$ cat config.mk
export PLATFORM = sky130hd
export DESIGN_NAME = axi_wr_xbar
export DESIGN_NICKNAME = d
export VERILOG_FILES = /design/src/hdl/axi_pkg.sv /design/src/hdl/xbar_pkg.sv /design/src/hdl/addr_map_regs.sv /design/src/hdl/aw_route.sv /design/src/hdl/axi_wr_xbar.sv /design/src/hdl/b_route.sv /design/src/hdl/w_route.sv
export VERILOG_INCLUDE_DIRS = /design/src /design/src/include
export SDC_FILE = /design/constraint.sdc
export NUM_CORES = 1
export LEC_CHECK = 0
export BUFFER_PORTS_ARGS = -buffer_cell sky130_fd_sc_hd__buf_2
export CAP_MARGIN = 30
export CORE_AREA = 2 2 165 167
export CTS_BUF_LIST = sky130_fd_sc_hd__clkbuf_16
export DETAILED_ROUTE_END_ITERATION = 6
export DIE_AREA = 0 0 167 169
export MAX_ROUTING_LAYER = met4
export PLACE_DENSITY = 0.77
export RECOVER_POWER = 100
export SETUP_SLACK_MARGIN = 0.1
export SLEW_MARGIN = 0
export SYNTH_ARGS = -nofsm -noshare
export SYNTH_HDL_FRONTEND = slang
export SYNTH_SLANG_ARGS = --single-unit
$ cat constraint.sdc
create_clock -name clk -period 4.5 [get_ports clk]
set_clock_uncertainty 0.15 [all_clocks]
set_input_delay 0.45 -clock clk [delete_from_list [all_inputs] [get_ports clk]]
set_output_delay 0.45 -clock clk [all_outputs]
set_load 0.005 [all_outputs]
$ cat src/include/axi_params.svh
`ifndef AXI_PARAMS_SVH
`define AXI_PARAMS_SVH

`define AXI_ADDR_BITS 32
`define AXI_DATA_BITS 32
`define AXI_STRB_BITS 4
`define AXI_ID_BITS   4
`define AXI_LEN_BITS  4

`define NUM_SLAVES 3

// Address map after reset
`define SLV0_BASE 32'h0000_0000
`define SLV0_MASK 32'hFFFF_0000
`define SLV1_BASE 32'h0001_0000
`define SLV1_MASK 32'hFFFF_0000
`define SLV2_BASE 32'h1000_0000
`define SLV2_MASK 32'hF000_0000

`endif

$ cat src/hdl/axi_pkg.sv
`include "axi_params.svh"

package axi_pkg;

  typedef logic [`AXI_ADDR_BITS-1:0] axi_addr_t;
  typedef logic [`AXI_DATA_BITS-1:0] axi_data_t;
  typedef logic [`AXI_STRB_BITS-1:0] axi_strb_t;
  typedef logic [`AXI_ID_BITS-1:0]   axi_id_t;
  // Beat count is len + 1
  typedef logic [`AXI_LEN_BITS-1:0]  axi_len_t;
  typedef logic [1:0]                axi_resp_t;

  localparam axi_resp_t RESP_OKAY   = 2'b00;
  localparam axi_resp_t RESP_DECERR = 2'b11;

  typedef struct packed {
    axi_addr_t addr;
    axi_id_t   id;
    axi_len_t  len;
  } aw_chan_t;

  typedef struct packed {
    axi_data_t data;
    axi_strb_t strb;
    logic      last;
  } w_chan_t;

  typedef struct packed {
    axi_id_t   id;
    axi_resp_t resp;
  } b_chan_t;

endpackage

$ cat src/hdl/xbar_pkg.sv
`include "axi_params.svh"

package xbar_pkg;

  import axi_pkg::*;

  // SEL_NONE is the local decode error target
  typedef enum logic [1:0] {
    SEL_S0   = 2'd0,
    SEL_S1   = 2'd1,
    SEL_S2   = 2'd2,
    SEL_NONE = 2'd3
  } slv_sel_t;

  typedef enum logic [1:0] {
    ROUTE_IDLE = 2'd0,
    ROUTE_DATA = 2'd1,
    ROUTE_RESP = 2'd2
  } route_state_t;

  typedef struct packed {
    axi_addr_t base;
    axi_addr_t mask;
  } map_entry_t;

  typedef map_entry_t [`NUM_SLAVES-1:0] map_table_t;

endpackage

$ cat src/hdl/addr_map_regs.sv
`timescale 1ns/10ps
`include "axi_params.svh"

module addr_map_regs
  import xbar_pkg::*;
(
  input  logic       clk,
  input  logic       rstn,
  input  logic       cfg_valid,
  input  logic [1:0] cfg_idx,
  input  map_entry_t cfg_entry,
  input  logic       busy,
  output logic       cfg_ready,
  output map_table_t map
);

  // Entry 0 sits in the low bits
  localparam map_table_t RESET_MAP = {
    `SLV2_BASE, `SLV2_MASK,
    `SLV1_BASE, `SLV1_MASK,
    `SLV0_BASE, `SLV0_MASK
  };

  logic cfg_fire;
  logic idx_ok;

  // No map change while a write is in flight
  assign cfg_ready = !busy;
  assign cfg_fire  = cfg_valid && cfg_ready;

  // Index 3 has no entry, handshake still completes
  assign idx_ok = (cfg_idx < `NUM_SLAVES);

  always_ff @(posedge clk, negedge rstn) begin
    if (!rstn) begin
      map <= RESET_MAP;
    end else if (cfg_fire && idx_ok) begin
      map[cfg_idx] <= cfg_entry;
    end
  end

endmodule

$ cat src/hdl/aw_route.sv
`timescale 1ns/10ps
`include "axi_params.svh"

module aw_route
  import axi_pkg::*;
  import xbar_pkg::*;
(
  input  logic                          clk,
  input  logic                          rstn,
  input  map_table_t                    map,
  input  aw_chan_t                      m_aw,
  input  logic                          m_aw_valid,
  output logic                          m_aw_ready,
  output aw_chan_t [`NUM_SLAVES-1:0]    s_aw,
  output logic [`NUM_SLAVES-1:0]        s_aw_valid,
  input  logic [`NUM_SLAVES-1:0]        s_aw_ready,
  input  logic                          w_done,
  input  logic                          b_done,
  output slv_sel_t                      aw_sel,
  output logic                          aw_fire,
  output slv_sel_t                      tgt_sel,
  output axi_id_t                       tgt_id,
  output logic                          busy,
  output route_state_t                  state
);

  route_state_t state_next;

  // Walk down so the lowest matching index wins
  always_comb begin
    aw_sel = SEL_NONE;
    for (int i = `NUM_SLAVES - 1; i >= 0; i--) begin
      if ((m_aw.addr & map[i].mask) == map[i].base) begin
        aw_sel = slv_sel_t'(i);
      end
    end
  end

  always_comb begin
    s_aw       = '0;
    s_aw_valid = '0;
    m_aw_ready = 1'b0;
    if (state == ROUTE_IDLE) begin
      if (aw_sel == SEL_NONE) begin
        // Unmatched address is taken locally
        m_aw_ready = 1'b1;
      end else begin
        for (int i = 0; i < `NUM_SLAVES; i++) begin
          if (aw_sel == slv_sel_t'(i)) begin
            s_aw[i]       = m_aw;
            s_aw_valid[i] = m_aw_valid;
            m_aw_ready    = s_aw_ready[i];
          end
        end
      end
    end
  end

  assign aw_fire = m_aw_valid && m_aw_ready;

  // A pending AW also freezes the map so its slave cannot change
  assign busy = (state != ROUTE_IDLE) || m_aw_valid;

  always_comb begin
    state_next = state;
    case (state)
      ROUTE_IDLE: begin
        if (aw_fire) begin
          // Last beat may ride along on the fast path
          state_next = w_done ? ROUTE_RESP : ROUTE_DATA;
        end
      end
      ROUTE_DATA: begin
        if (w_done) begin
          state_next = ROUTE_RESP;
        end
      end
      ROUTE_RESP: begin
        if (b_done) begin
          state_next = ROUTE_IDLE;
        end
      end
      default: state_next = ROUTE_IDLE;
    endcase
  end

  always_ff @(posedge clk, negedge rstn) begin
    if (!rstn) begin
      state   <= ROUTE_IDLE;
      tgt_sel <= SEL_NONE;
    end else begin
      state <= state_next;
      if (aw_fire) begin
        tgt_sel <= aw_sel;
      end
    end
  end

  always_ff @(posedge clk) begin
    if (aw_fire) begin
      tgt_id <= m_aw.id;
    end
  end

endmodule

$ cat src/hdl/axi_wr_xbar.sv
`timescale 1ns/10ps
`include "axi_params.svh"

module axi_wr_xbar
  import axi_pkg::*;
  import xbar_pkg::*;
(
  input  logic                         clk,
  input  logic                         rstn,
  // Master
  input  aw_chan_t                     m_aw,
  input  logic                         m_aw_valid,
  output logic                         m_aw_ready,
  input  w_chan_t                      m_w,
  input  logic                         m_w_valid,
  output logic                         m_w_ready,
  output b_chan_t                      m_b,
  output logic                         m_b_valid,
  input  logic                         m_b_ready,
  // Slaves
  output aw_chan_t [`NUM_SLAVES-1:0]   s_aw,
  output logic [`NUM_SLAVES-1:0]       s_aw_valid,
  input  logic [`NUM_SLAVES-1:0]       s_aw_ready,
  output w_chan_t [`NUM_SLAVES-1:0]    s_w,
  output logic [`NUM_SLAVES-1:0]       s_w_valid,
  input  logic [`NUM_SLAVES-1:0]       s_w_ready,
  input  b_chan_t [`NUM_SLAVES-1:0]    s_b,
  input  logic [`NUM_SLAVES-1:0]       s_b_valid,
  output logic [`NUM_SLAVES-1:0]       s_b_ready,
  // Map configuration
  input  logic                         cfg_valid,
  output logic                         cfg_ready,
  input  logic [1:0]                   cfg_idx,
  input  map_entry_t                   cfg_entry
);

  map_table_t   map;
  slv_sel_t     aw_sel;
  logic         aw_fire;
  slv_sel_t     tgt_sel;
  axi_id_t      tgt_id;
  logic         busy;
  route_state_t state;
  logic         w_done;
  logic         b_done;

  addr_map_regs u_map (
    .clk       (clk),
    .rstn      (rstn),
    .cfg_valid (cfg_valid),
    .cfg_idx   (cfg_idx),
    .cfg_entry (cfg_entry),
    .busy      (busy),
    .cfg_ready (cfg_ready),
    .map       (map)
  );

  aw_route u_aw (
    .clk        (clk),
    .rstn       (rstn),
    .map        (map),
    .m_aw       (m_aw),
    .m_aw_valid (m_aw_valid),
    .m_aw_ready (m_aw_ready),
    .s_aw       (s_aw),
    .s_aw_valid (s_aw_valid),
    .s_aw_ready (s_aw_ready),
    .w_done     (w_done),
    .b_done     (b_done),
    .aw_sel     (aw_sel),
    .aw_fire    (aw_fire),
    .tgt_sel    (tgt_sel),
    .tgt_id     (tgt_id),
    .busy       (busy),
    .state      (state)
  );

  w_route u_w (
    .state     (state),
    .aw_sel    (aw_sel),
    .aw_fire   (aw_fire),
    .tgt_sel   (tgt_sel),
    .m_w       (m_w),
    .m_w_valid (m_w_valid),
    .m_w_ready (m_w_ready),
    .s_w       (s_w),
    .s_w_valid (s_w_valid),
    .s_w_ready (s_w_ready),
    .w_done    (w_done)
  );

  b_route u_b (
    .clk       (clk),
    .rstn      (rstn),
    .state     (state),
    .tgt_sel   (tgt_sel),
    .tgt_id    (tgt_id),
    .s_b       (s_b),
    .s_b_valid (s_b_valid),
    .s_b_ready (s_b_ready),
    .m_b       (m_b),
    .m_b_valid (m_b_valid),
    .m_b_ready (m_b_ready),
    .b_done    (b_done)
  );

endmodule

$ cat src/hdl/b_route.sv
`timescale 1ns/10ps
`include "axi_params.svh"

module b_route
  import axi_pkg::*;
  import xbar_pkg::*;
(
  input  logic                         clk,
  input  logic                         rstn,
  input  route_state_t                 state,
  input  slv_sel_t                     tgt_sel,
  input  axi_id_t                      tgt_id,
  input  b_chan_t [`NUM_SLAVES-1:0]    s_b,
  input  logic [`NUM_SLAVES-1:0]       s_b_valid,
  output logic [`NUM_SLAVES-1:0]       s_b_ready,
  output b_chan_t                      m_b,
  output logic                         m_b_valid,
  input  logic                         m_b_ready,
  output logic                         b_done
);

  logic b_taken;
  logic resp_phase;

  // One response per write, even if the phase were to linger
  assign resp_phase = (state == ROUTE_RESP) && !b_taken;

  always_comb begin
    m_b       = '0;
    m_b_valid = 1'b0;
    s_b_ready = '0;
    if (resp_phase) begin
      if (tgt_sel == SEL_NONE) begin
        m_b.id    = tgt_id;
        m_b.resp  = RESP_DECERR;
        m_b_valid = 1'b1;
      end else begin
        // Other slaves' B valids are ignored
        for (int i = 0; i < `NUM_SLAVES; i++) begin
          if (tgt_sel == slv_sel_t'(i)) begin
            m_b          = s_b[i];
            m_b_valid    = s_b_valid[i];
            s_b_ready[i] = m_b_ready;
          end
        end
      end
    end
  end

  assign b_done = m_b_valid && m_b_ready;

  always_ff @(posedge clk, negedge rstn) begin
    if (!rstn) begin
      b_taken <= 1'b0;
    end else if (b_done) begin
      b_taken <= 1'b1;
    end else if (state != ROUTE_RESP) begin
      b_taken <= 1'b0;
    end
  end

endmodule

$ cat src/hdl/w_route.sv
`timescale 1ns/10ps
`include "axi_params.svh"

module w_route
  import axi_pkg::*;
  import xbar_pkg::*;
(
  input  route_state_t                 state,
  input  slv_sel_t                     aw_sel,
  input  logic                         aw_fire,
  input  slv_sel_t                     tgt_sel,
  input  w_chan_t                      m_w,
  input  logic                         m_w_valid,
  output logic                         m_w_ready,
  output w_chan_t [`NUM_SLAVES-1:0]    s_w,
  output logic [`NUM_SLAVES-1:0]       s_w_valid,
  input  logic [`NUM_SLAVES-1:0]       s_w_ready,
  output logic                         w_done
);

  logic     fast_path;
  logic     slow_path;
  slv_sel_t w_sel;

  // W beside the AW handshake follows the live decode
  assign fast_path = aw_fire;
  // Later beats use the target latched at AW
  assign slow_path = (state == ROUTE_DATA);
  assign w_sel     = fast_path ? aw_sel : tgt_sel;

  always_comb begin
    s_w       = '0;
    s_w_valid = '0;
    m_w_ready = 1'b0;
    if (fast_path || slow_path) begin
      if (w_sel == SEL_NONE) begin
        // Local sink drops every beat
        m_w_ready = 1'b1;
      end else begin
        for (int i = 0; i < `NUM_SLAVES; i++) begin
          if (w_sel == slv_sel_t'(i)) begin
            s_w[i]       = m_w;
            s_w_valid[i] = m_w_valid;
            m_w_ready    = s_w_ready[i];
          end
        end
      end
    end
  end

  assign w_done = m_w_valid && m_w_ready && m_w.last;

endmodule

## Word level (Yosys, flattened, before mapping)

Index checks and enable logic that the tools add are counted.

- Bits in registers: 201
- Input port bits: 176
- Word-level logic and storage cells: 112

- Equality and inequality tests: 18
- Order comparisons: 3
- Muxes and demuxes: 59
- Reduce and logical (&&, ||, !) cells: 19
- Bitwise gates (word level): 3

Operators with widths:

| operator | number |
|---|---|
| 2-to-1 mux 120 bit | 2 |
| 2-to-1 mux 111 bit | 2 |
| bitwise mux 192 bit | 1 |
| demux 64 bit (select 2 bit) | 1 |
| 2-to-1 mux 40 bit | 3 |
| 2-to-1 mux 37 bit | 3 |
| bitwise AND 32 bit | 3 |
| equality test 32 bit | 3 |
| 2-to-1 mux 64 bit | 1 |
| 2-to-1 mux 6 bit | 5 |
| 2-to-1 mux 1 bit | 27 |
| 2-to-1 mux 3 bit | 6 |
| equality test 2 bit (second input constant) | 7 |
| 2-to-1 mux 2 bit | 7 |
| equality test 2 x 1 -> 1 bit (second input constant) | 4 |
| logical AND 1 bit | 8 |
| zero test 2 bit | 4 |
| inequality test 2 bit (second input constant) | 3 |
| case mux 2 bit (3 select lines) | 1 |
| nonzero test 2 bit | 2 |
| less-than comparator 2 x 3 -> 1 bit (second input constant) | 1 |
| AND reduction 3 bit | 1 |
| greater-or-equal comparator 2 x 1 -> 1 bit (second input constant) | 1 |
| zero test 1 bit | 2 |
| 3 further kinds | 4 |

## Depth between registers and ports, before layout

- Word-level depth: 24
- Mapped depth: 12

## Hierarchy

From an unflattened synthesis, not the netlist that was laid out.

- Cells, all modules: 1041
- Area, all modules: 11722.5 µm²

By module, submodules not included:

| module | seq. area each (µm²) | area an instance (µm²) | cells an instance | times used |
|---|---|---|---|---|
| addr_map_regs | 4852.2 | 7320.8 | 409 | 1 |
| aw_route | 222.7 | 3021.6 | 441 | 1 |
| w_route | 0.0 | 1098.6 | 160 | 1 |
| b_route | 25.0 | 281.5 | 31 | 1 |

## Least setup slack after synthesis

OpenSTA, ideal clock, no wires.

- Path type: in2out
- From: in m_aw[22] (netlist name)
- To: out s_w[55] (netlist name)
- Arrival time: 2.603 ns
- Stages: 11
- Slack: 1.297 ns
- Cells stage by stage: buf_2 a21o_1 a211oi_1 nand4_1 or4_1 o21ai_0 a21oi_1 o211ai_1 buf_2 buf_2 nor2_1

RTL lines:

| element | line | source |
|---|---|---|
| start: declaration | axi_wr_xbar.sv:11 | `input aw_chan_t m_aw,` |
| end: declaration | axi_wr_xbar.sv:24 | `` output w_chan_t [`NUM_SLAVES-1:0] s_w, `` |

==> impl_metrics.json <==
{
  "status": "finished, violations left",
  "violations": "capacitance limit, slew limit",
  "arrival_ns": 3.71,
  "wl_mm": 39.82,
  "yosysTopAreaCell": "dfrtp_1",
  "crit_chain": "a21o_1 > a211oi_1 > nand4_1 > clkbuf_1 > nor4_4 > clkbuf_1 > nor2_1 > and3_1 > nor2_2 > nand3_1 > buf_8 > nor2_2 > clkbuf_1",
  "rows": 60,
  "wire_per_inst_microns": 21.48,
  "crit_top_cell": "clkbuf_1",
  "hold_viol": 0,
  "fin_tns_setup_ns": 0,
  "grt_pass1_vias": 9864,
  "vias_per_cell": 5.585,
  "die_y_microns": 169,
  "grtUsageTotal_pct": 27.74,
  "remaining_drc_errors": 0,
  "power_density_nw_per_um2": 596.0,
  "area_delta_synth_final_pct": 28.35,
  "crit_path_start_kind": "flop",
  "rr_worst_depth": 11,
  "num_io_pins": 426,
  "h-tree-depth": 1,
  "maxCapViolations": 3,
  "first_pass_iters": 5,
  "max_stage_delay_ns": 0.39,
  "synthDistinctLibCells": 45,
  "synthTopCellsByCount": "195 x mux2_2, 169 x and3_1, 157 x dfrtp_1, 126 x nor2_1, 52 x a21oi_1",
  "clock_sinks": 201,
  "slew_headroom_pct": -58.31,
  "slew_violations": 229,
  "insertion_delay_ns": 0.50,
  "synth_top_area_share_pct": 35.32,
  "max_freq_ghz": 0.2319,
  "drtIter0Drc": 797,
  "num_vias": 10350,
  "async_reset_ff_share_pct": 98.01,
  "dp_hpwl_mm": 30.14,
  "whs_path_depth": 1,
  "ys_seq_area_share_pct": 45.85,
  "die-area_sq_um": 28220,
  "die_w_microns": 167,
  "syn_nets": 1242,
  "multiInputGateArea_sq_um": 5773,
  "grt_pass1_wl_mm": 58.41,
  "tritoncts": "done",
  "worstPathRequired_ns": 3.90,
  "clock-root-buffer": "clkbuf_16",
  "grt_max_degree": 122,
  "ir_drop_mv": 0.4851,
  "drive_above_1_share_pct": 38.57,
  "clk_pin_slew_ns": 0.06,
  "ant_nets": 0,
  "synth_edf_count": 4,
  "synth_most_common_cell": "mux2_2",
  "clock_path_buffers": 3,
  "cts_buffers": 22,
  "antenna_found_initial": 13,
  "tightestPinTransition_ns": 2.375,
  "ys_top_cells_by_area": "dfrtp_1 35%, mux2_2 20%, and3_1 9.5%, dfstp_2 9.4%, nor2_1 4.3%",
  "seq_area_sq_um": 5100,
  "ys_ff_latch": 201,
  "whs_ns": 0.05948,
  "fin_crit_ns": 4.313,
  "nFillCells": 2411,
  "rsz0062_at_grt": "yes",
  "synth_ff_type": "dfrtp_1",
  "port_buffers": 425,
  "place_congestion": 0.8558,
  "critPathSlowestCell": "dfrtp_1",
  "min_path_type": "in -> reg",
  "min_period_over_period_pct": 95.84,
  "start_util_pct": 41.97,
  "setup_viol": 0,
  "p_leak_nw": 7.275,
  "grt-ovfl-total": 0,
  "num-nets-final": 1661,
  "synthCells": 1066,
  "syn_area_sq_um": 11120,
  "path_class": "reg -> out",
  "yosysWarnings": 0,
  "r2r_slack_ns": 1.17,
  "cp_max_fo": 38,
  "core_area_sq_um": 26500,
  "synth_area_per_cell_sq_um": 10.43,
  "cp-end-kind": "output pin"
}
## layout by cell type, fill, tap and decap left out, types with 3 or more instances in the layout
cell type,count
clkinv_1,5
clkbuf_16,23
a21o_1,25
diode_2,12
buf_2,255
dfstp_1,4
a21boi_1,3
o22a_1,24
nor3_1,7
mux2_2,195
nand3_1,26
edfxtp_1,4
clkinv_2,3
buf_4,16
nand2_1,48
dfrtp_1,157
inv_1,11
and2_1,3
clkbuf_2,23
clkbuf_1,160
nor2_1,120
a21oi_1,52
o22ai_1,3
and3_1,169
mux4_2,4
buf_12,3
a211oi_1,24
nand4_1,12
and3b_1,25
nor2_2,5
dfstp_2,36
a21boi_0,21
## what timing repair did
item	CTS	global route
resized for setup	0	10
hold endpoints to repair	75	0
setup endpoints to repair	0	113
setup buffers	0	3
hold buffers	2	0
## worst max-delay path, delay by kind of cell, from the launching register on
kind	cells	cell delay [ns]
flip-flops	1	0.39
buffers and inverters	4	0.88
AND/OR/NAND/NOR	7	1.35
AO/OA/AOI/OAI	2	0.57
## worst paths after layout
kind                                    start             end
worst max-delay path            u_map.map[14]         s_w[36]
worst min-delay path                  m_aw[6]  u_aw.tgt_id[2]
worst max register to register  u_map.map[14]   u_aw.state[1]
worst min register to register  u_map.map[37]   u_map.map[37]
max in group asynchronous                rstn  u_map.map[125]
min in group asynchronous                rstn    u_map.map[9]
## layout make-up
cell class	count	share of cell area, %
Sequential cell	201	35.72
Clock buffer	23	4.032
Inverter	6	0.1578
Timing Repair Buffer	462	15.59
Clock inverter	17	0.8589
Antenna cell	12	0.2103
Tap cell	341	2.989
Multi-Input combinational cell	792	40.44
## cells by family (layout without fill, tap and decap cells)
kind of cell | after synthesis | after routing | synth area share (%)
multiplexers | 199 | 199 | 20.55
other | 0 | 12 | 0
AND/OR/NAND/NOR | 431 | 431 | 20.87
buffers and inverters | 73 | 508 | 2.643
flip-flops | 201 | 201 | 45.85
AO/OA/AOI/OAI | 162 | 162 | 10.09
## power breakdown
group / total (mW) / switching, mW / internal (mW)
logic: 3.30 / 1.70 / 1.60
clock network: 1.75 / 0.713 / 1.03
registers: 3.46 / 0.644 / 2.82
## state kept, by name, summed over array words and instances (netlist names)
register      count
u_aw.state        2
u_aw.tgt_id       4
u_aw.tgt_sel      2
u_b.b_taken       1
u_map.map       192
## layer usage
layer / GRT usage, % / wire length (microns)
met5: - / 0
met4: 6.709 / 762
met3: 6.430 / 3333
met2: 45.12 / 19140
met1: 35.31 / 16580
## metrics by stage
stage / cell area, sq um / utilization (%) / setup WS, ns / power [mW] / instances
3_5_place_dp: 13740 / 51.87 / 0.4744 / 6.765 / 1797
5_1_grt: 14270 / 53.86 / 0.05492 / 9.038 / 1853
3_3_place_gp: 13740 / 51.87 / 0.5294 / 6.606 / 1797
2_1_floorplan: 11120 / - / 1.297 / 5.488 / 1066
6_report: 14280 / 53.87 / 0.1873 / 8.508 / 1854
4_1_cts: 14460 / 54.58 / 0.1276 / 8.551 / 1839
Note: power is estimated with default switching activity, not from simulation.
